**src/hw/scene_macros.svh**
```systemverilog
/* screen geometry, object counts and sprite sizes for the frame drawing subsystem,
   include wherever one of these values is needed */
`ifndef SCENE_MACROS_SVH
`define SCENE_MACROS_SVH

// screen in pixels, one word per pixel in video memory
`define SCREEN_W 32
`define SCREEN_H 24

// objects of each kind drawn per frame
`define N_GOLD    3
`define N_STONE   3
`define N_DIAMOND 2

// side length of each square sprite
`define GOLD_SIZE    4
`define STONE_SIZE   5
`define DIAMOND_SIZE 3
`define HOOK_SIZE    2

// placer lfsr start value, must not be zero
`define PLACE_SEED 16'hace1

`endif

```
**src/hw/scene_pkg.sv**
```systemverilog
/* coordinate, colour and object kind types plus the per-kind size and colour tables,
   imported by every module of the frame drawing subsystem */
`include "scene_macros.svh"

package scene_pkg;

	typedef logic [4:0] coord_x_t;	// column
	typedef logic [4:0] coord_y_t;	// row
	typedef logic [9:0] pix_addr_t;	// row * SCREEN_W + column
	typedef logic [7:0] colour_t;
	typedef logic [5:0] dim_t;	// sprite width or height, up to the full screen

	// also the painter index
	typedef enum logic [2:0] {
		KIND_BG      = 3'd0,
		KIND_GOLD    = 3'd1,
		KIND_STONE   = 3'd2,
		KIND_DIAMOND = 3'd3,
		KIND_HOOK    = 3'd4
	} obj_kind_t;

	localparam int N_KINDS = 5;

	// background entry covers the whole screen
	localparam dim_t kind_width [N_KINDS] = '{
		dim_t'(`SCREEN_W), dim_t'(`GOLD_SIZE), dim_t'(`STONE_SIZE),
		dim_t'(`DIAMOND_SIZE), dim_t'(`HOOK_SIZE)
	};

	localparam dim_t kind_height [N_KINDS] = '{
		dim_t'(`SCREEN_H), dim_t'(`GOLD_SIZE), dim_t'(`STONE_SIZE),
		dim_t'(`DIAMOND_SIZE), dim_t'(`HOOK_SIZE)
	};

	// bg, gold, stone, diamond, hook
	localparam colour_t kind_colour [N_KINDS] = '{
		8'h12, 8'hfc, 8'h92, 8'h1f, 8'he0
	};

endpackage

```
**src/hw/game_view_top.sv**
```systemverilog
/* top of the frame drawing subsystem, connects placer, sequencer, the five rectangle
   painters and the Wishbone pixel writer */
module game_view_top import scene_pkg::*; (
	input  logic      clk,
	input  logic      resetn,
	input  logic      go,
	input  logic      game_end,
	input  coord_x_t  hook_x,
	input  coord_y_t  hook_y,
	output logic      frame_done,
	output logic      wb_cyc,
	output logic      wb_stb,
	output logic      wb_we,
	output pix_addr_t wb_adr,
	output colour_t   wb_dat_o,
	output logic      wb_sel,
	input  logic      wb_ack
);

	logic               place_req;
	logic               place_done;
	obj_kind_t          rd_kind;
	logic [1:0]         rd_index;
	coord_x_t           rd_x;
	coord_y_t           rd_y;
	logic [N_KINDS-1:0] paint_start;
	logic [N_KINDS-1:0] paint_done;
	coord_x_t           org_x;
	coord_y_t           org_y;
	logic [N_KINDS-1:0] pix_valid;
	logic [N_KINDS-1:0] pix_ready;
	pix_addr_t          pix_addr [N_KINDS];
	colour_t            pix_colour [N_KINDS];

	object_placer placer_i (
		.clk        (clk),
		.resetn     (resetn),
		.place_req  (place_req),
		.place_done (place_done),
		.rd_kind    (rd_kind),
		.rd_index   (rd_index),
		.rd_x       (rd_x),
		.rd_y       (rd_y)
	);

	scene_sequencer sequencer_i (
		.clk         (clk),
		.resetn      (resetn),
		.go          (go),
		.game_end    (game_end),
		.hook_x      (hook_x),
		.hook_y      (hook_y),
		.place_req   (place_req),
		.place_done  (place_done),
		.rd_kind     (rd_kind),
		.rd_index    (rd_index),
		.rd_x        (rd_x),
		.rd_y        (rd_y),
		.paint_start (paint_start),
		.org_x       (org_x),
		.org_y       (org_y),
		.paint_done  (paint_done),
		.frame_done  (frame_done)
	);

	// painter index equals its object kind
	for (genvar i = 0; i < N_KINDS; i++) begin : g_painter
		rect_painter #(.kind(obj_kind_t'(i))) painter_i (
			.clk        (clk),
			.resetn     (resetn),
			.start      (paint_start[i]),
			.org_x      (org_x),
			.org_y      (org_y),
			.done       (paint_done[i]),
			.pix_valid  (pix_valid[i]),
			.pix_addr   (pix_addr[i]),
			.pix_colour (pix_colour[i]),
			.pix_ready  (pix_ready[i])
		);
	end

	pixel_bus_master bus_master_i (
		.clk        (clk),
		.resetn     (resetn),
		.pix_valid  (pix_valid),
		.pix_addr   (pix_addr),
		.pix_colour (pix_colour),
		.pix_ready  (pix_ready),
		.wb_cyc     (wb_cyc),
		.wb_stb     (wb_stb),
		.wb_we      (wb_we),
		.wb_adr     (wb_adr),
		.wb_dat_o   (wb_dat_o),
		.wb_sel     (wb_sel),
		.wb_ack     (wb_ack)
	);

endmodule

```
**src/hw/object_placer.sv**
```systemverilog
/* picks random on-screen origins for the gold, stone and diamond objects after each
   place_req and serves them back by kind and index */
`include "scene_macros.svh"

module object_placer import scene_pkg::*; (
	input  logic      clk,
	input  logic      resetn,
	input  logic      place_req,
	output logic      place_done,
	input  obj_kind_t rd_kind,
	input  logic [1:0] rd_index,
	output coord_x_t  rd_x,
	output coord_y_t  rd_y
);

	localparam int n_obj = `N_GOLD + `N_STONE + `N_DIAMOND;
	localparam int base_stone = `N_GOLD;
	localparam int base_diamond = `N_GOLD + `N_STONE;

	typedef logic [$clog2(n_obj)-1:0] slot_t;

	logic [15:0] lfsr;
	logic        placing;
	slot_t       slot;	// next table entry to fill
	obj_kind_t   fill_kind;
	coord_x_t    cand_x;
	coord_y_t    cand_y;
	logic        fits;
	coord_x_t    tab_x [n_obj];
	coord_y_t    tab_y [n_obj];
	slot_t       rd_slot;
	logic        rd_hit;

	assign cand_x = lfsr[4:0];
	assign cand_y = lfsr[9:5];

	// table order is gold, stone, diamond
	always_comb begin
		if (slot < base_stone)
			fill_kind = KIND_GOLD;
		else if (slot < base_diamond)
			fill_kind = KIND_STONE;
		else
			fill_kind = KIND_DIAMOND;
	end

	// whole rectangle must stay on screen
	assign fits = ({1'b0, cand_x} + kind_width[fill_kind] <= dim_t'(`SCREEN_W)) &&
		({1'b0, cand_y} + kind_height[fill_kind] <= dim_t'(`SCREEN_H));

	always_ff @(posedge clk) begin
		if (!resetn) begin
			lfsr <= `PLACE_SEED;
			placing <= 1'b0;
			place_done <= 1'b0;
			slot <= '0;
		end else begin
			place_done <= 1'b0;
			if (place_req) begin
				placing <= 1'b1;
				slot <= '0;
			end else if (placing) begin
				lfsr <= {lfsr[14:0], lfsr[15] ^ lfsr[13] ^ lfsr[12] ^ lfsr[10]};
				if (fits) begin
					slot <= slot + slot_t'(1);
					if (slot == slot_t'(n_obj - 1)) begin
						placing <= 1'b0;
						place_done <= 1'b1;
					end
				end
			end
		end
	end

	always_ff @(posedge clk) begin
		if (placing && fits) begin
			tab_x[slot] <= cand_x;
			tab_y[slot] <= cand_y;
		end
	end

	always_comb begin
		rd_hit = 1'b1;
		case (rd_kind)
			KIND_GOLD:    rd_slot = slot_t'(rd_index);
			KIND_STONE:   rd_slot = slot_t'(base_stone + int'(rd_index));
			KIND_DIAMOND: rd_slot = slot_t'(base_diamond + int'(rd_index));
			default: begin
				rd_slot = '0;
				rd_hit = 1'b0;	// bg and hook have no table entry
			end
		endcase
	end

	assign rd_x = rd_hit ? tab_x[rd_slot] : '0;
	assign rd_y = rd_hit ? tab_y[rd_slot] : '0;

endmodule

```
**src/hw/pixel_bus_master.sv**
```systemverilog
/* drains the painter pixel offers, lowest index first, into single Wishbone classic
   writes to video memory, pix_ready pulses back once the write is acked */
module pixel_bus_master import scene_pkg::*; (
	input  logic               clk,
	input  logic               resetn,
	input  logic [N_KINDS-1:0] pix_valid,
	input  pix_addr_t          pix_addr [N_KINDS],
	input  colour_t            pix_colour [N_KINDS],
	output logic [N_KINDS-1:0] pix_ready,
	output logic               wb_cyc,
	output logic               wb_stb,
	output logic               wb_we,
	output pix_addr_t          wb_adr,
	output colour_t            wb_dat_o,
	output logic               wb_sel,
	input  logic               wb_ack
);

	typedef logic [$clog2(N_KINDS)-1:0] idx_t;

	idx_t grant;	// painter owning the write on the bus
	idx_t pick;
	logic found;
	logic launch;

	always_comb begin
		found = 1'b0;
		pick = '0;
		for (int i = N_KINDS - 1; i >= 0; i--) begin
			if (pix_valid[i]) begin
				found = 1'b1;
				pick = idx_t'(i);
			end
		end
	end

	// the painter still shows the acked pixel while pix_ready is high
	assign launch = !wb_stb && found && (pix_ready == '0);

	always_ff @(posedge clk) begin
		if (!resetn) begin
			wb_cyc <= 1'b0;
			wb_stb <= 1'b0;
			wb_we <= 1'b0;
			pix_ready <= '0;
		end else begin
			pix_ready <= '0;
			if (wb_stb && wb_ack) begin
				wb_cyc <= 1'b0;
				wb_stb <= 1'b0;
				wb_we <= 1'b0;
				pix_ready[grant] <= 1'b1;
			end else if (launch) begin
				wb_cyc <= 1'b1;
				wb_stb <= 1'b1;
				wb_we <= 1'b1;
			end
		end
	end

	always_ff @(posedge clk) begin
		if (launch) begin
			grant <= pick;
			wb_adr <= pix_addr[pick];
			wb_dat_o <= pix_colour[pick];
		end
	end

	assign wb_sel = 1'b1;	// one byte lane

endmodule

```
**src/hw/rect_painter.sv**
```systemverilog
/* walks one rectangle of its kind in raster order from the latched origin and offers
   each pixel to the bus master, one instance per object kind */
`include "scene_macros.svh"

module rect_painter import scene_pkg::*; #(
	parameter obj_kind_t kind = KIND_BG
) (
	input  logic      clk,
	input  logic      resetn,
	input  logic      start,
	input  coord_x_t  org_x,
	input  coord_y_t  org_y,
	output logic      done,
	output logic      pix_valid,
	output pix_addr_t pix_addr,
	output colour_t   pix_colour,
	input  logic      pix_ready
);

	localparam dim_t last_col = kind_width[kind] - dim_t'(1);
	localparam dim_t last_row = kind_height[kind] - dim_t'(1);

	coord_x_t ox;
	coord_y_t oy;
	dim_t     col;	// offset within the rectangle
	dim_t     row;
	coord_x_t x;
	coord_y_t y;
	logic     last_pix;
	logic     step;

	assign step = pix_valid && pix_ready;
	assign last_pix = (col == last_col) && (row == last_row);

	always_ff @(posedge clk) begin
		if (!resetn) begin
			pix_valid <= 1'b0;
			done <= 1'b0;
		end else begin
			done <= 1'b0;
			if (start) begin
				pix_valid <= 1'b1;
			end else if (step && last_pix) begin
				pix_valid <= 1'b0;
				done <= 1'b1;
			end
		end
	end

	always_ff @(posedge clk) begin
		if (start) begin
			ox <= org_x;
			oy <= org_y;
			col <= '0;
			row <= '0;
		end else if (step) begin
			if (col == last_col) begin
				col <= '0;
				row <= row + dim_t'(1);
			end else begin
				col <= col + dim_t'(1);
			end
		end
	end

	assign x = ox + coord_x_t'(col);
	assign y = oy + coord_y_t'(row);
	assign pix_addr = pix_addr_t'(y) * pix_addr_t'(`SCREEN_W) + pix_addr_t'(x);
	assign pix_colour = kind_colour[kind];

endmodule

```
**src/hw/scene_sequencer.sv**
```systemverilog
/* frame level FSM, requests placement, then starts the painters one at a time in the
   order background, gold, stone, diamond, hook, and handles end of game */
`include "scene_macros.svh"

module scene_sequencer import scene_pkg::*; (
	input  logic               clk,
	input  logic               resetn,
	input  logic               go,
	input  logic               game_end,
	input  coord_x_t           hook_x,
	input  coord_y_t           hook_y,
	output logic               place_req,
	input  logic               place_done,
	output obj_kind_t          rd_kind,
	output logic [1:0]         rd_index,
	input  coord_x_t           rd_x,
	input  coord_y_t           rd_y,
	output logic [N_KINDS-1:0] paint_start,
	output coord_x_t           org_x,
	output coord_y_t           org_y,
	input  logic [N_KINDS-1:0] paint_done,
	output logic               frame_done
);

	typedef enum logic [3:0] {
		S_PLACE,
		S_BG,
		S_PICK,
		S_GOLD,
		S_STONE,
		S_DIAMOND,
		S_HOOK,
		S_FRAME_END,
		S_GAME_OVER
	} state_t;

	state_t     state;
	logic       busy;	// request issued, waiting for its done
	logic [1:0] cnt_gold;
	logic [1:0] cnt_stone;
	logic [1:0] cnt_diamond;

	assign frame_done = (state == S_FRAME_END);

	always_ff @(posedge clk) begin
		if (!resetn) begin
			state <= S_PLACE;
			busy <= 1'b0;
			place_req <= 1'b0;
			paint_start <= '0;
			cnt_gold <= '0;
			cnt_stone <= '0;
			cnt_diamond <= '0;
			rd_kind <= KIND_BG;
			rd_index <= '0;
		end else begin
			place_req <= 1'b0;
			paint_start <= '0;
			case (state)
				S_PLACE: begin
					if (!busy) begin
						place_req <= 1'b1;
						busy <= 1'b1;
					end else if (place_done) begin
						busy <= 1'b0;
						state <= S_BG;
					end
				end
				S_BG: begin
					if (!busy) begin
						paint_start[KIND_BG] <= 1'b1;
						org_x <= '0;
						org_y <= '0;
						busy <= 1'b1;
					end else if (paint_done[KIND_BG]) begin
						busy <= 1'b0;
						state <= S_PICK;
					end
				end
				S_PICK: begin
					// next object of the lowest kind still short of its count
					if (cnt_gold < `N_GOLD) begin
						rd_kind <= KIND_GOLD;
						rd_index <= cnt_gold;
						state <= S_GOLD;
					end else if (cnt_stone < `N_STONE) begin
						rd_kind <= KIND_STONE;
						rd_index <= cnt_stone;
						state <= S_STONE;
					end else if (cnt_diamond < `N_DIAMOND) begin
						rd_kind <= KIND_DIAMOND;
						rd_index <= cnt_diamond;
						state <= S_DIAMOND;
					end else begin
						state <= S_HOOK;
					end
				end
				S_GOLD, S_STONE, S_DIAMOND: begin
					if (!busy) begin
						paint_start[rd_kind] <= 1'b1;
						org_x <= rd_x;	// placer answers rd_kind/rd_index set in PICK
						org_y <= rd_y;
						busy <= 1'b1;
					end else if (paint_done[rd_kind]) begin
						busy <= 1'b0;
						state <= S_PICK;
						case (rd_kind)
							KIND_GOLD:  cnt_gold <= cnt_gold + 2'd1;
							KIND_STONE: cnt_stone <= cnt_stone + 2'd1;
							default:    cnt_diamond <= cnt_diamond + 2'd1;
						endcase
					end
				end
				S_HOOK: begin
					if (!busy) begin
						paint_start[KIND_HOOK] <= 1'b1;
						org_x <= hook_x;
						org_y <= hook_y;
						busy <= 1'b1;
					end else if (paint_done[KIND_HOOK]) begin
						busy <= 1'b0;
						state <= S_FRAME_END;
					end
				end
				S_FRAME_END: begin
					cnt_gold <= '0;
					cnt_stone <= '0;
					cnt_diamond <= '0;
					state <= game_end ? S_GAME_OVER : S_BG;
				end
				S_GAME_OVER: begin
					if (go)
						state <= S_PLACE;	// fresh positions for the new game
				end
				default: state <= S_PLACE;
			endcase
		end
	end

endmodule

```
**config.mk**
```make
export PLATFORM = sky130hd
export DESIGN_NAME = game_view_top
export DESIGN_NICKNAME = d
export VERILOG_FILES = /design/src/hw/scene_pkg.sv /design/src/hw/game_view_top.sv /design/src/hw/object_placer.sv /design/src/hw/pixel_bus_master.sv /design/src/hw/rect_painter.sv /design/src/hw/scene_sequencer.sv
export VERILOG_INCLUDE_DIRS = /design/src /design/src/hw
export SDC_FILE = /design/constraint.sdc
export NUM_CORES = 1
export LEC_CHECK = 0
export ABC_AREA = 1
export BUFFER_PORTS_ARGS = -buffer_cell sky130_fd_sc_hd__buf_4
export CORE_MARGIN = 2
export CORE_UTILIZATION = 25
export DETAILED_ROUTE_END_ITERATION = 8
export PLACE_DENSITY = 0.41
export SYNTH_ARGS = -nofsm -noshare
export SYNTH_HDL_FRONTEND = slang
export SYNTH_SLANG_ARGS = --single-unit
```
**constraint.sdc**
```tcl
create_clock -name clk -period 7.9 [get_ports clk]
set_clock_uncertainty 0.05 [all_clocks]
set_input_delay 0 -clock clk [delete_from_list [all_inputs] [get_ports clk]]
set_output_delay 0 -clock clk [all_outputs]
set_load 0.03 [all_outputs]
```
### Word-level counts from Yosys, hierarchy flattened

Memory sizes are Yosys's and may differ from the RTL's. A register that Yosys moved wholly into a read port is not among the register bits.
Index checks and enable logic that the tools add are counted.

* register bits after elaboration: 192
* output and inout port bits: 23
* memory bits (writable): 80
* bits in read-only memories: 160
* input port bits: 15
* memories: 5
* logic and storage cells: 317

Memory list
* (no name shown): depth 8, bits a word 8, read ports 1, clocked after memory_dff 1, write ports 0, RTL line pixel_bus_master.sv:65 `wb_dat_o <= pix_colour[pick];`
* (no name shown): depth 8, bits a word 6, read ports 1, clocked after memory_dff 0, write ports 0, RTL line object_placer.sv:48 `` assign fits = ({1'b0, cand_x} + kind_width[fill_kind] <= dim_t'(`SCREEN_W)) && ``
* (no name shown): depth 8, bits a word 6, read ports 1, clocked after memory_dff 0, write ports 0, RTL line object_placer.sv:49 `` ({1'b0, cand_y} + kind_height[fill_kind] <= dim_t'(`SCREEN_H)); ``
* placer_i.tab_x: depth 8, bits a word 5, read ports 1, clocked after memory_dff 0, write ports 1, RTL line object_placer.sv:29 `coord_x_t tab_x [n_obj];`
* placer_i.tab_y: depth 8, bits a word 5, read ports 1, clocked after memory_dff 0, write ports 1, RTL line object_placer.sv:30 `coord_y_t tab_y [n_obj];`

* multiplexer cells: 108
* reduce and logical (&&, ||, !) cells: 61
* bitwise logic cells: 10
* add/subtract/negate cells: 33
* magnitude comparators: 13
* equality and inequality tests: 37

Operator list (count)
* $add A6 B1 Y6 const B: 10
* $mux W6: 9
* $add A10 B5 Y10: 5
* $add A5 B5 Y5: 10
* $mux W4: 12
* $mux W1: 41
* $mux W5: 8
* $bmux W10 S3: 1
* $pmux W5 S3: 2
* $pmux W4 S7: 1
* $mux W3: 9
* $mux W2: 13
* $eq A6 B2 Y1 const B: 4
* $logic_and A1 B1 Y1: 22
* $mux W10: 2
* $reduce_and A2 Y1: 10
* $eq A4 B3 Y1 const B: 4
* $ne A2 B2 Y1 const B: 8
* $reduce_or A2 Y1: 8
* $ne A2 B1 Y1 const B: 7
* $add A5 B6 Y6: 2
* $eq A6 B1 Y1 const B: 2
* $eq A6 B3 Y1 const B: 2
* $eq A6 B5 Y1 const B: 2
* other kinds (38): 68

### Depth between registers and ports, before layout

Gate-level depths: netlist of the first run.

* depth in word-level cells: 13
* mapped depth: 13
* gate-level depth less buffers: 13

### Cells and area by module

A second synthesis of the first run with hierarchy kept.

* cell total of the unflattened synthesis: 1653
* area total of the unflattened synthesis: 14866.8 µm²

Modules (own cells, without submodules)
* object_placer: cells an instance 452, area an instance 4574.4 µm², times used 1, seq. area each 2822.7 µm²
* pixel_bus_master: cells an instance 241, area an instance 1833.0 µm², times used 1, seq. area each 750.7 µm²
* scene_sequencer: cells an instance 210, area an instance 1670.4 µm², times used 1, seq. area each 720.7 µm²
* rect_painter (g_painter[2].painter_i): cells an instance 152, area an instance 1390.1 µm², times used 1, seq. area each 580.6 µm²
* rect_painter (g_painter[3].painter_i): cells an instance 156, area an instance 1372.6 µm², times used 1, seq. area each 580.6 µm²
* rect_painter (g_painter[4].painter_i): cells an instance 155, area an instance 1370.1 µm², times used 1, seq. area each 580.6 µm²
* rect_painter (g_painter[1].painter_i): cells an instance 147, area an instance 1333.8 µm², times used 1, seq. area each 580.6 µm²
* rect_painter (g_painter[0].painter_i): cells an instance 140, area an instance 1322.5 µm², times used 1, seq. area each 580.6 µm²

### Worst setup path before layout of the first run

OpenSTA, ideal clock, no wires.

* path type: register to register
* start point: reg placer_i.slot[1]
* end point: mem placer_i.tab_x[1][0] (netlist bit), enable pin
* arrival time: 2.480 ns
* period minus slack after synthesis: 2.906 ns
* setup slack: 4.994 ns
* buffers on the path: 0
* stages on the path, launching flop included: 11
* data required time: 7.474 ns
* cells stage by stage: dfxtp_1 > inv_1 > o21ai_0 > ha_1 > fa_1 > or2_2 > nor2_1 > nor2_1 > nand3_1 > nand4_1 > nor2_1

* word-level cells in the longest chain between the ends: 13
* elaborated cells on any way between the ends: 19

Ends and longest elaborated chain
* from (decl): RTL line object_placer.sv:24 `slot_t slot;`
* from (signal assigned): RTL line object_placer.sv:65 `slot <= slot + slot_t'(1);`
* $lt A3 B3 Y1: RTL line object_placer.sv:41 `else if (slot < base_diamond)`
* $mux W1: RTL line object_placer.sv:41
* $mux W3: RTL line object_placer.sv:39 `if (slot < base_stone)`
* $not A3 Y4 (implied by the code): RTL line object_placer.sv:48, object_placer.sv:49
* $mem_v2 Z8 W6, on equally long branches
* $mux W6, on equally long branches (2 in series): RTL line object_placer.sv:48, object_placer.sv:49
* $add A5 B6 Y6, on equally long branches: RTL line object_placer.sv:48, object_placer.sv:49
* $le A6 B6 Y1 / $le A6 B5 Y1 (equally long branches): RTL line object_placer.sv:48, object_placer.sv:49
* $logic_and A1 B1 Y1: RTL line object_placer.sv:48
* $logic_and A1 B1 Y1: RTL line object_placer.sv:76 `if (placing && fits) begin`
* $mux W1: RTL line object_placer.sv:76
* $mux W1 (implied by the code): RTL line object_placer.sv:77 `tab_x[slot] <= cand_x;`
* to (decl): RTL line object_placer.sv:29

Parallel ways exist; a longest one is shown, timed or not. The select of a mux whose other input is x is not followed.

### Worst setup path in the final report of the first run

* start point: reg placer_i.slot[1]
* end point: mem placer_i.tab_y[5][0] (netlist bit), enable pin

* word-level cells in the longest chain between the ends: 13
* elaborated cells on any way between the ends: 19

Ends and longest elaborated chain
* $lt A3 B3 Y1: RTL line object_placer.sv:41
* $mux W1: RTL line object_placer.sv:41
* $mux W3: RTL line object_placer.sv:39
* $not A3 Y4 (implied by the code): RTL line object_placer.sv:48, object_placer.sv:49
* $mem_v2 Z8 W6, on equally long branches
* $mux W6, on equally long branches (2 in series): RTL line object_placer.sv:48, object_placer.sv:49
* $add A5 B6 Y6, on equally long branches: RTL line object_placer.sv:48, object_placer.sv:49
* $le A6 B6 Y1 / $le A6 B5 Y1 (equally long branches): RTL line object_placer.sv:48, object_placer.sv:49
* $logic_and A1 B1 Y1: RTL line object_placer.sv:48
* $logic_and A1 B1 Y1: RTL line object_placer.sv:76
* $mux W1: RTL line object_placer.sv:76
* $mux W1 (implied by the code): RTL line object_placer.sv:78 `tab_y[slot] <= cand_y;`
* to (decl): RTL line object_placer.sv:30

Parallel ways exist; a longest one is shown, timed or not. The select of a mux whose other input is x is not followed.

==> qor.yml, run 1 <==
timing:
  slew_headroom: 0.327
  period_share: 0.433
  whs_ns: 0.0703
  tightest_slew_ns: 1.01
  fmaxAchievable_ghz: 0.292
  slew_viol_final: 0
  hold_viol_final: 0
  rsz0062_at_grt: "no"
  fin_crit_ns: 3.42
  setup_viol: 0
  setup_tns_ns: 0
routing:
  vias_per_cell: 4.29
  num_vias: 9648
  wl_per_cell_um: 15.0
  drtIter0Drc: 549
  wl_mm: 33.8
  drc_errors: 0
  first_pass_iters: 5
  postRouteAntennaNets: 0
place:
  io_buffers: 36
  hpwl_mm: 24.3
  post_dp_cell_area_sq_mm: 0.0144
  gp_congestion: 0.796
setup_path:
  worstSetupStartpoint: "placer_i.slot[1]"
  worstReg2RegEnd: "placer_i.tab_y[5][0]"
  worstSetupStartpointType: "register"
  worst_ep_required_time_ns: 8.00
  endpoint: "placer_i.tab_y[5][0]"
  r2r_slack_ns: 4.48
  crit-reg2reg-launch: "placer_i.slot[1]"
  cp_data_arrival_time_ns: 3.52
  critPathMaxFanout: 10
  crit_type: "register to register"
  worstSetupEndpointType: "register"
  ff2ff_path_depth: 11
finish:
  final_area_sq_mm: 0.0156
  synthToLayoutAreaGrowth_pct: 17.2
  drive_above_1_share: 0.0763
  nets: 1638
synth:
  yosysUniqueCellTypes: 47
  synth-seq-cells: 277
  synth-async-reset-ratio: 0
  ys_seq_area_frac: 0.534
  synth_area_sq_mm: 0.0134
  syn_inst: 1472
  synthFlopType: "edfxtp_1"
  ys.warnings.count: 0
  avgSynthCellArea_sq_um: 9.07
  synth-edff-count: 159
global_routing:
  grt_util_all_layers: 0.123
  grt_use_met2: 0.217
  met1_usage: 0.156
  grt.overflow.total: 0
  first_global_vias: 9644
  use_met3: 0.0191
  grt_pass1_wl_mm: 53.9
  grt_max_degree: 52
  antenna_found_initial: 0
  top_usage_layer: "met2"
clocking:
  cts_htree_levels: 2
  path_clk_slew_ns: 0.06
  numCtsBuffers: 34
  clock_sinks: 277
  cts_tree: "built"
  ctsResizeCount: 0
  clockBufferDepth: 3
  cts_root_buffer: "clkbuf_16"
  clkLatencyLatePin_ns: 0.53
power_and_ir_drop:
  powerDensity_mw_per_mm2: 238
  vdd_drop_max_mv: 0.133
  leakage_nw: 6.52
  fin_total_pwr_w: 0.00373
floorplan:
  die_area_sq_mm: 0.0553
  core-area_sq_mm: 0.0527
  start_util: 0.254
  pin_count: 38
  fp.dieH_um: 235
  rows: 84
  fp.dieW_um: 235
run_status:
  outcome: "finished, final reports clean"
worst_hold_path:
  hp-class: "primary input to register"
flow_run:
  cap_violations: 0
-- cells in the mapped netlist (3+ instances only) --
library cell	count	share of area
nand2_1	327	0.092
inv_1	191	0.054
edfxtp_1	159	0.36
nor2_1	132	0.037
nand3_1	125	0.047
dfxtp_1	118	0.18
a21oi_1	78	0.029
ha_1	74	0.069
o21ai_0	55	0.021
nor3_1	24	0.0090
o211ai_1	19	0.011
clkbuf_1	17	0.0048
xor2_1	16	0.010
o21ai_1	14	0.0052
fa_1	12	0.018
nand4_1	11	0.0052
xnor2_1	10	0.0066
inv_2	7	0.0020
buf_2	6	0.0022
buf_4	6	0.0034
nor3b_1	6	0.0034
o21a_1	6	0.0034
or2_2	6	0.0028
a211oi_1	5	0.0028
o21bai_1	5	0.0028
a31oi_1	4	0.0019
nor4_1	4	0.0019
a21boi_0	3	0.0017
a221oi_1	3	0.0020
nor2_2	3	0.0014
-- through the flow --
stage | util | setup WS, ns | std cells
floorplan | - | 4.99 | 1473
global placement | 0.274 | 4.44 | 2175
detailed placement | 0.274 | 4.38 | 2175
CTS | 0.297 | 4.38 | 2248
global route | 0.297 | 4.05 | 2248
finish | 0.297 | 4.48 | 2249
-- timing repair --
item | CTS | global route
setup buffers | 0 | 0
hold endpoints to repair | 41 | 0
hold buffers | 14 | 0
-- sequential cells by signal, summed over array words and instances, names as in the netlist, 3 cells and up --
name	count
bus_master_i.grant	3
g_painter.painter_i.oy	25
sequencer_i.state	4
placer_i.slot	3
sequencer_i.org_x	5
placer_i.tab_x	40
placer_i.lfsr	16
sequencer_i.org_y	5
g_painter.painter_i.pix_valid	5
bus_master_i.pix_ready	5
sequencer_i.paint_start	5
g_painter.painter_i.ox	25
g_painter.painter_i.col	30
bus_master_i.wb_dat_o	6
bus_master_i.wb_adr	10
g_painter.painter_i.done	5
placer_i.tab_y	40
g_painter.painter_i.row	30
-- layout make-up --
cell class	count	area, sq um
fill	5518	37000
sequential	277	7140
multi-input combinational	966	5330
clock buffer	45	922
tap	688	861
inverter	199	747
timing repair buffer	59	478
clock inverter	14	169
antenna	1	2.50
-- cell families (layout without fill, tap and decap cells) --
kind of cell	Yosys count	after routing	synth area share
AO/OA/AOI/OAI	198	198	0.0840
XOR/XNOR	26	26	0.0171
adder cells (fa/ha/maj)	86	86	0.0873
buffers and inverters	230	317	0.0669
flip-flops	277	277	0.534
other	2	4	0.000562
AND/OR/NAND/NOR	653	653	0.210
-- worst min path at each step --
stage / startpoint / end / cells after the start
floorplan: resetn / sequencer_i.cnt_gold[0] / 2
global placement: game_end / sequencer_i.state[3] / 3
detailed placement: hook_x[4] / sequencer_i.org_x[4] / 3
CTS: go / sequencer_i.state[2] / 7
global route: go / sequencer_i.state[0] / 8
finish: go / sequencer_i.state[2] / 7
-- per-layer routing --
metal | vias to the layer above | wire [um] | share of wire
li1 | 5033 | - | -
met4 | 0 | 656 | 0.019
met3 | 43 | 1080 | 0.032
met2 | 133 | 16700 | 0.49
met5 | - | 0 | 0
met1 | 4439 | 15400 | 0.45
-- report_power, final --
part | internal (W) | switching, W | total (W)
clock | 0.000924 | 0.000619 | 0.00154
sequential | 0.00165 | 0.000115 | 0.00177
combinational | 0.000152 | 0.000265 | 0.000417
total | 0.00273 | 0.000999 | 0.00373
-- placed cells by master (no fill, tap or decap), types with 5 or more instances in the layout --
master and instances:
nand2_1 327, inv_1 191, edfxtp_1 159, nor2_1 132, nand3_1 125, dfxtp_1 118
a21oi_1 78, ha_1 74, o21ai_0 55, buf_4 45, clkbuf_16 34, nor3_1 24
o211ai_1 19, xor2_1 16, o21ai_1 14, dlygate4sd3_1 14, fa_1 12, nand4_1 11
xnor2_1 10, clkbuf_1 8, inv_2 7, or2_2 6, o21a_1 6, o21bai_1 5
a211oi_1 5, clkinv_1 5, nor3b_1 5
-- critical path, stage by stage, from the launching register on --
cell and delay (ns):
dfxtp_1 0.37, inv_1 0.10, o21ai_0 0.27, ha_1 0.26, fa_1 0.43, nor2_1 0.13
nand2_1 0.06, nor2_1 0.08, nor2_1 0.04, a21oi_1 0.24, nand4_1 0.29, nor2_1 0.71
Power figures use the tool's default switching activity.
==> run 2: changes to the inputs <==
--- a/config.mk
+++ b/config.mk
@@ -11,7 +11,7 @@
 export CORE_MARGIN = 2
 export CORE_UTILIZATION = 25
 export DETAILED_ROUTE_END_ITERATION = 8
-export PLACE_DENSITY = 0.41
+export PLACE_DENSITY = 0.42
 export SYNTH_ARGS = -nofsm -noshare
 export SYNTH_HDL_FRONTEND = slang
 export SYNTH_SLANG_ARGS = --single-unit
==> constraint.sdc (replaced) <==
create_clock -name clk -period 3.1 [get_ports clk]
set_clock_uncertainty 0.05 [all_clocks]
set_input_delay 0 -clock clk [delete_from_list [all_inputs] [get_ports clk]]
set_output_delay 0 -clock clk [all_outputs]
set_load 0.03 [all_outputs]
==> run 2 against run 1 <==
Net effect: global-route usage increased by 0.22 points; combinational power increased to 2.9 times the previous value; register-to-register slack got worse by 4.2 ns; sequential share of layout area decreased by 0.65 points; critical path depth unchanged; utilization increased by 0.43 points; critical path type unchanged; largest cell class unchanged; critical endpoint is now placer_i.tab_x[4][2]; via count increased by 2.0%; first-iteration DRC count increased by 7.1%; largest power group unchanged; sequential power increased by 150%; final cell count increased by 1.1%.
==> qor.yml, run 2 (synthesis results as in run 1) <==
global_routing:
  antenna_found_initial: 0  # unchanged
  grt.overflow.total: 0  # unchanged
  grt_pass1_wl_mm: 54.6  # +1.2%
  grt_max_degree: 51  # -1.9%
  grt_util_all_layers: 0.125  # +0.00220
  first_global_vias: 9735  # +0.94%
floorplan:
  rows: 84  # unchanged
  fp.dieH_um: 235  # unchanged
  fp.dieW_um: 235  # unchanged
  start_util: 0.254  # unchanged
  pin_count: 38  # unchanged
  die_area_sq_mm: 0.0553  # unchanged
  core-area_sq_mm: 0.0527  # unchanged
routing:
  drtIter0Drc: 588  # +7.1%
  vias_per_cell: 4.33  # +0.91%
  route.met3.wl_mm: 1.18  # +8.9%
  first_pass_iters: 5  # unchanged
  drt-met1-wl_mm: 16.3  # +5.9%
  wl_per_cell_um: 15.3  # +1.7%
  postRouteAntennaNets: 0  # unchanged
  num_vias: 9840  # +2.0%
  wl_met2_mm: 16.4  # -2.1%
  drc_errors: 0  # unchanged
  routed.top_layer: "met4"
  wl_mm: 34.8  # +2.8%
setup_path:
  cp_data_arrival_time_ns: 2.99  # -0.53 ns
  cp_slowest_stage_delay_ns: 0.41  # -0.30 ns
  critPathMaxFanout: 10  # unchanged
  worstSetupStartpointType: "register"
  crit-reg2reg-launch: "placer_i.slot[1]"
  r2r_slack_ns: 0.27  # -4.20 ns
  worstSetupEndpointType: "register"
  worst_ep_required_time_ns: 3.26  # -4.74 ns
  worstReg2RegEnd: "placer_i.tab_x[4][2]"
  crit_path_top_delay_cell: "fa_1"
  crit_type: "register to register"
  path_cells: "inv_1 -> o21ai_2 -> ha_2 -> fa_1 -> or2_2 -> nor2_1 -> nor2_1 -> nand3_1 -> nand4_1 -> nor2_1 -> buf_4"
  ff2ff_path_depth: 11  # unchanged
  crit_top_cell: "nor2_1"
place:
  gp_congestion: 0.791  # -0.64%
  hpwl_mm: 25.0  # +3.1%
  place_inst: 2197  # +1.0%
  io_buffers: 36  # unchanged
timing:
  setup_viol: 0  # unchanged
  fmaxAchievable_ghz: 0.354  # +21%
  hold_viol_final: 0  # unchanged
  slew_headroom: 0.355  # +0.0277
  slew_viol_final: 0  # unchanged
  setup_tns_ns: 0  # unchanged
  tightest_slew_ns: 0.965  # -0.0413 ns
  fin_crit_ns: 2.83  # -0.597 ns
  period_share: 0.912  # +0.479
  whs_ns: 0.0900  # +0.0197 ns
  rsz0062_at_grt: "no"
finish:
  largestRegisters: "placer_i.tab_x x40, placer_i.tab_y x40"
  final_cell_mix: "nand2_1, inv_1, edfxtp_1"
  mostFrequentLayoutCell: "nand2_1"
  nets: 1660  # +1.3%
  n_antenna_cell: 0  # -1
  synthToLayoutAreaGrowth_pct: 18.9
  final-instance-count-excl-fill: 2273  # +1.1%
  drive_above_1_share: 0.0921  # +0.0158
  fin_util: 0.301  # +0.00430
clocking:
  cts_tree: "built"
  numCtsBuffers: 34  # unchanged
  clockBufferDepth: 3  # unchanged
  cts_htree_levels: 2  # unchanged
  path_clk_slew_ns: 0.06  # about the same
  cts_root_buffer: "clkbuf_16"
  clock_sinks: 277  # unchanged
  postCtsSetupBuffers: 0  # unchanged
  clkLatencyLatePin_ns: 0.53  # about the same
worst_hold_path:
  holdPathStages: 7  # unchanged
  worstHoldEndpoint: "sequencer_i.state[2]"
  min-delay-start: "go"
  hp-class: "primary input to register"
power_and_ir_drop:
  vdd_drop_max_mv: 0.285  # +110%
  leakage_nw: 6.65  # +2.0%
  powerDensity_mw_per_mm2: 612  # +160%
  fin_total_pwr_w: 0.00971  # +160%
run_status:
  outcome: "finished, final reports clean"
flow_run:
  cap_violations: 0  # unchanged
## run 2: report_power, final
group	total (W)	internal (W)	switching [W]
clock network	0.00406	0.00248	0.00158
registers	0.00442	0.00421	0.000213
logic	0.00123	0.000437	0.000796
## run 2: critical path: cells and delay by family, from the launching register on
kind                     cells  cell delay [ns]
adder cells (fa/ha/maj)      2             0.64
flip-flops                   1             0.37
buffers and inverters        2             0.30
AND/OR/NAND/NOR              6             0.97
AO/OA/AOI/OAI                1             0.16
## run 2: through the flow
stage / instance area, sq um / worst slack [ns]
2_1_floorplan: 13400 / 0.194
3_3_place_gp: 14600 / 0.0738
3_5_place_dp: 14600 / 0.0961
4_1_cts: 15900 / 0.0740
5_1_grt: 15900 / 0.0130
6_report: 15900 / 0.272
## run 2: cell type report
type,count,area (sq um)
flip-flops and latches,277,7140
fillers,5544,36800
well taps,688,861
repair buffers,81,651
inverters,199,747
clock buffers,49,948
multi-input cells,966,5340
clock inverters,13,189
## run 2: timing repair
action	4_1_cts	5_1_grt
setup endpoints to repair	0	80
gates resized for setup	0	6
endpoints found under the hold margin	41	0
hold buffers	14	0
## run 2: worst max path at each step
| stage | startpoint | depth (start not counted) | endpoint | slack [ns] |
|---|---|---|---|---|
| 2_1_floorplan | placer_i.slot[1] | 10 | placer_i.tab_x[1][0] | 0.19 |
| 3_3_place_gp | placer_i.slot[1] | 11 | placer_i.tab_x[0][4] | 0.07 |
| 6_report | placer_i.slot[1] | 11 | placer_i.tab_x[4][2] | 0.27 |
| 3_5_place_dp | placer_i.slot[1] | 11 | placer_i.tab_y[2][0] | 0.1 |
| 4_1_cts | placer_i.slot[1] | 11 | placer_i.tab_x[4][3] | 0.07 |
| 5_1_grt | placer_i.slot[1] | 11 | placer_i.tab_x[2][2] | 0.01 |
## run 2: layer usage
layer,track usage,vias to the layer above
met2,0.214,153
met4,0.0403,0
met3,0.0197,59
li1,-,5065
met1,0.162,4563
met5,0,-
==> run 3: changes to the inputs <==
--- a/config.mk
+++ b/config.mk
@@ -14,4 +14,5 @@
 export PLACE_DENSITY = 0.42
 export SYNTH_ARGS = -nofsm -noshare
 export SYNTH_HDL_FRONTEND = slang
+export SYNTH_HIERARCHICAL = 1
 export SYNTH_SLANG_ARGS = --single-unit
==> run 3 against run 2 <==
Net effect: non-clock buffer count increased by 3; sequential share of layout area down 3.0 points; die area is 11% higher; final area rose by 8.1%; synthesized area grew 11%; critical path type unchanged; largest power group unchanged.
==> qor.yml, run 3 <==
setup_path:
  critPathMaxFanout: 10  # unchanged
  cp_data_arrival_time_ns: 2.95  # -0.04 ns
  worst_ep_required_time_ns: 3.29  # +0.03 ns
  path_cells: "inv_1 -> o21ai_2 -> ha_1 -> inv_1 -> fa_1 -> nand2_1 -> inv_1 -> nand2_1 -> nand3b_1 -> nor2_1 -> nor2_2 -> nand3_2 -> nor3_1 -> buf_4"
  crit_path_top_delay_cell: "fa_1"
  crit_top_cell: "inv_1"
  cp_num_cells: 14  # +3
  crit_type: "register to register"
  worstSetupEndpointType: "register"
  cp_slowest_stage_delay_ns: 0.50  # +0.09 ns
  crit_family: "simple AND/OR/NAND/NOR gates"
  worstSetupStartpointType: "register"
  cp_num_buf_inv: 4  # +2
  ff2ff_path_depth: 14  # +3
clocking:
  postCtsSetupBuffers: 0  # unchanged
  cts_htree_levels: 2  # unchanged
  path_clk_slew_ns: 0.05  # about the same
  clkLatencyLatePin_ns: 0.55  # +0.02 ns
  cts_root_buffer: "clkbuf_16"
  numCtsBuffers: 36  # +5.9%
  cts_tree: "built"
  clockBufferDepth: 3  # unchanged
  clock_sinks: 279  # +0.72%
synth:
  ys_seq_area_frac: 0.484  # -0.0504
  yosys.cell_count.top_type: "nand2_1"
  synth_xor_xnor_area_share: 0.0336  # +0.0165
  synth_top_cells_by_count: "nand2_1, nand3_1, edfxtp_1, nor2_1, inv_1"
  synthFlopType: "edfxtp_1"
  synth_top_family_by_area: "simple AND/OR/NAND/NOR gates"
  syn_inst: 1653  # +12%
  synth_area_sq_mm: 0.0149  # +11%
  synth_top_area_frac: 0.325  # -0.0324
  ys.warnings.count: 6  # +6
  synth-edff-count: 161  # +1.3%
  synth-async-reset-ratio: 0  # unchanged
  yosysUniqueCellTypes: 44  # -6.4%
  yosys.area.top_type: "edfxtp_1"
  synth-simple-area-share: 0.248  # +0.0387
  synth.area.mux_share: 0  # unchanged
  synth_compound_gate_area_share: 0.0723  # -0.0117
  synthAdderAreaFrac: 0.0776  # -0.00973
  avgSynthCellArea_sq_um: 8.99  # -0.85%
  synth-seq-cells: 279  # +0.72%
  synth_area_leaders: "edfxtp_1, dfxtp_1, nand2_1"
finish:
  fin_util: 0.291  # -0.0100
  mostFrequentLayoutCell: "nand2_1"
  drive_above_1_share: 0.125  # +0.0327
  largestRegisters: "placer_i/tab_x x40, placer_i/tab_y x40"
  synthToLayoutAreaGrowth_pct: 15.5
  final_cell_mix: "nand2_1, nand3_1, edfxtp_1"
  nets: 1820  # +9.6%
  n_fill_cell: 6210  # +12%
  n_antenna_cell: 0  # unchanged
worst_hold_path:
  holdPathStages: 7  # unchanged
  hp-class: "primary input to register"
timing:
  rsz0062_at_grt: "no"
  slew_headroom: 0.408  # +0.0537
  setup_ws_ns: 0.337  # +0.0650 ns
  hold_viol_final: 0  # unchanged
  fmaxAchievable_ghz: 0.362  # +2.4%
  slew_viol_final: 0  # unchanged
  fin_crit_ns: 2.76  # -0.0650 ns
  period_share: 0.891  # -0.0210
  setup_viol: 0  # unchanged
  tightest_slew_ns: 0.886  # -0.0781 ns
power_and_ir_drop:
  vdd_drop_max_mv: 0.395  # +39%
  leakage_nw: 7.12  # +7.0%
  powerDensity_mw_per_mm2: 665  # +8.7%
routing:
  wl_met2_mm: 18.0  # +10%
  wl_per_cell_um: 14.9  # -2.6%
  num_vias: 10900  # +11%
  routed.top_layer: "met4"
  first_pass_iters: 4  # -1
  vias_per_cell: 4.34  # +0.35%
  postRouteAntennaNets: 0  # unchanged
  drtIter0Drc: 547  # -7.0%
  drt-met1-wl_mm: 17.4  # +6.7%
  drc_errors: 0  # unchanged
  route.met3.wl_mm: 1.19  # +0.93%
  wl_mm: 37.6  # +8.0%
global_routing:
  grt.overflow.total: 0  # unchanged
  antenna_found_initial: 0  # unchanged
  grt_pass1_wl_mm: 59.7  # +9.4%
  grt_util_all_layers: 0.125  # -0.000635
  first_global_vias: 10800  # +11%
  grt_max_degree: 45  # -12%
floorplan:
  pin_count: 38  # unchanged
  die_area_sq_mm: 0.0614  # +11%
  start_util: 0.252  # -0.00121
  rows: 89  # +6.0%
  fp.dieW_um: 248  # +5.4%
  core-area_sq_mm: 0.0589  # +12%
  fp.dieH_um: 248  # +5.4%
run_status:
  outcome: "finished, final reports clean"
flow_run:
  cap_violations: 0  # unchanged
place:
  pre_cts_slack_ns: 0.108  # +0.0119 ns
  hpwl_mm: 26.6  # +6.4%
  io_buffers: 36  # unchanged
  gp_congestion: 0.791  # about the same
[run 3: kinds of logic after synthesis]
kind of cell             count (synthesis)
AO/OA/AOI/OAI                          199
XOR/XNOR                                57
adder cells (fa/ha/maj)                 85
buffers and inverters                  234
flip-flops                             279
other                                   13
AND/OR/NAND/NOR                        786
[run 3: area by class of cell]
class                   instances  area [sq um]  area share
repair buffers                 84           666      0.0388
clock inverters                16           178      0.0103
inverters                     148           557      0.0324
flip-flops and latches        279          7200       0.419
clock buffers                  49          1010      0.0589
multi-input cells            1171          6590       0.384
well taps                     773           967      0.0563
[run 3: worst reg2reg max path: stages, from the launching register on]
cell and delay [ns]:
dfxtp_1 0.39, inv_1 0.11, o21ai_2 0.16, ha_1 0.20, inv_1 0.06, fa_1 0.50
nand2_1 0.05, inv_1 0.05, nand2_1 0.04, nand3b_1 0.07, nor2_1 0.05, nor2_2 0.13
nand3_2 0.19, nor3_1 0.19, buf_4 0.22
[run 3: path summary, 6_finish.rpt]
kind                           from  slack [ns]                    to
setup reg to reg   placer_i/slot[1]        0.34  placer_i/tab_x[6][3]
hold reg to reg   placer_i/lfsr[14]        0.42     placer_i/lfsr[15]
setup / recovery   placer_i/slot[1]        0.34  placer_i/tab_x[6][3]
hold / removal                   go        0.09  sequencer_i/state[0]
[run 3: where the power goes]
group / leakage, nW / internal [W] / total (W) / switching (W)
combinational: 4.11 / 0.000812 / 0.00248 / 0.00167
sequential: 2.42 / 0.00443 / 0.00474 / 0.000312
clock: 0.588 / 0.00255 / 0.00420 / 0.00165
[run 3: through the flow]
step	instances	hold slack, ns	power, W	TNS, ns	area (sq um)
after detailed placement	2441	0.225	0.00733	0	15800
after global placement	2441	0.217	0.00732	0	15800
after floorplan	1684	0.0727	0.00652	-2.88	15000
after global routing	2520	0.175	0.0121	0	17200
final	2520	0.0875	0.0114	0	17200
after CTS	2520	0.0885	0.0116	0	17200
[run 3: repair_timing]
item	in CTS	in global routing
resized for setup	0	3
hold buffers	14	0
endpoints found under the hold margin	36	0
setup endpoints to repair	0	80
[run 3: per-layer routing]
metal	GRT usage	vias up
met5	0	-
met4	0.0426	0
met3	0.0215	60
met2	0.211	131
met1	0.160	5155
li1	-	5602
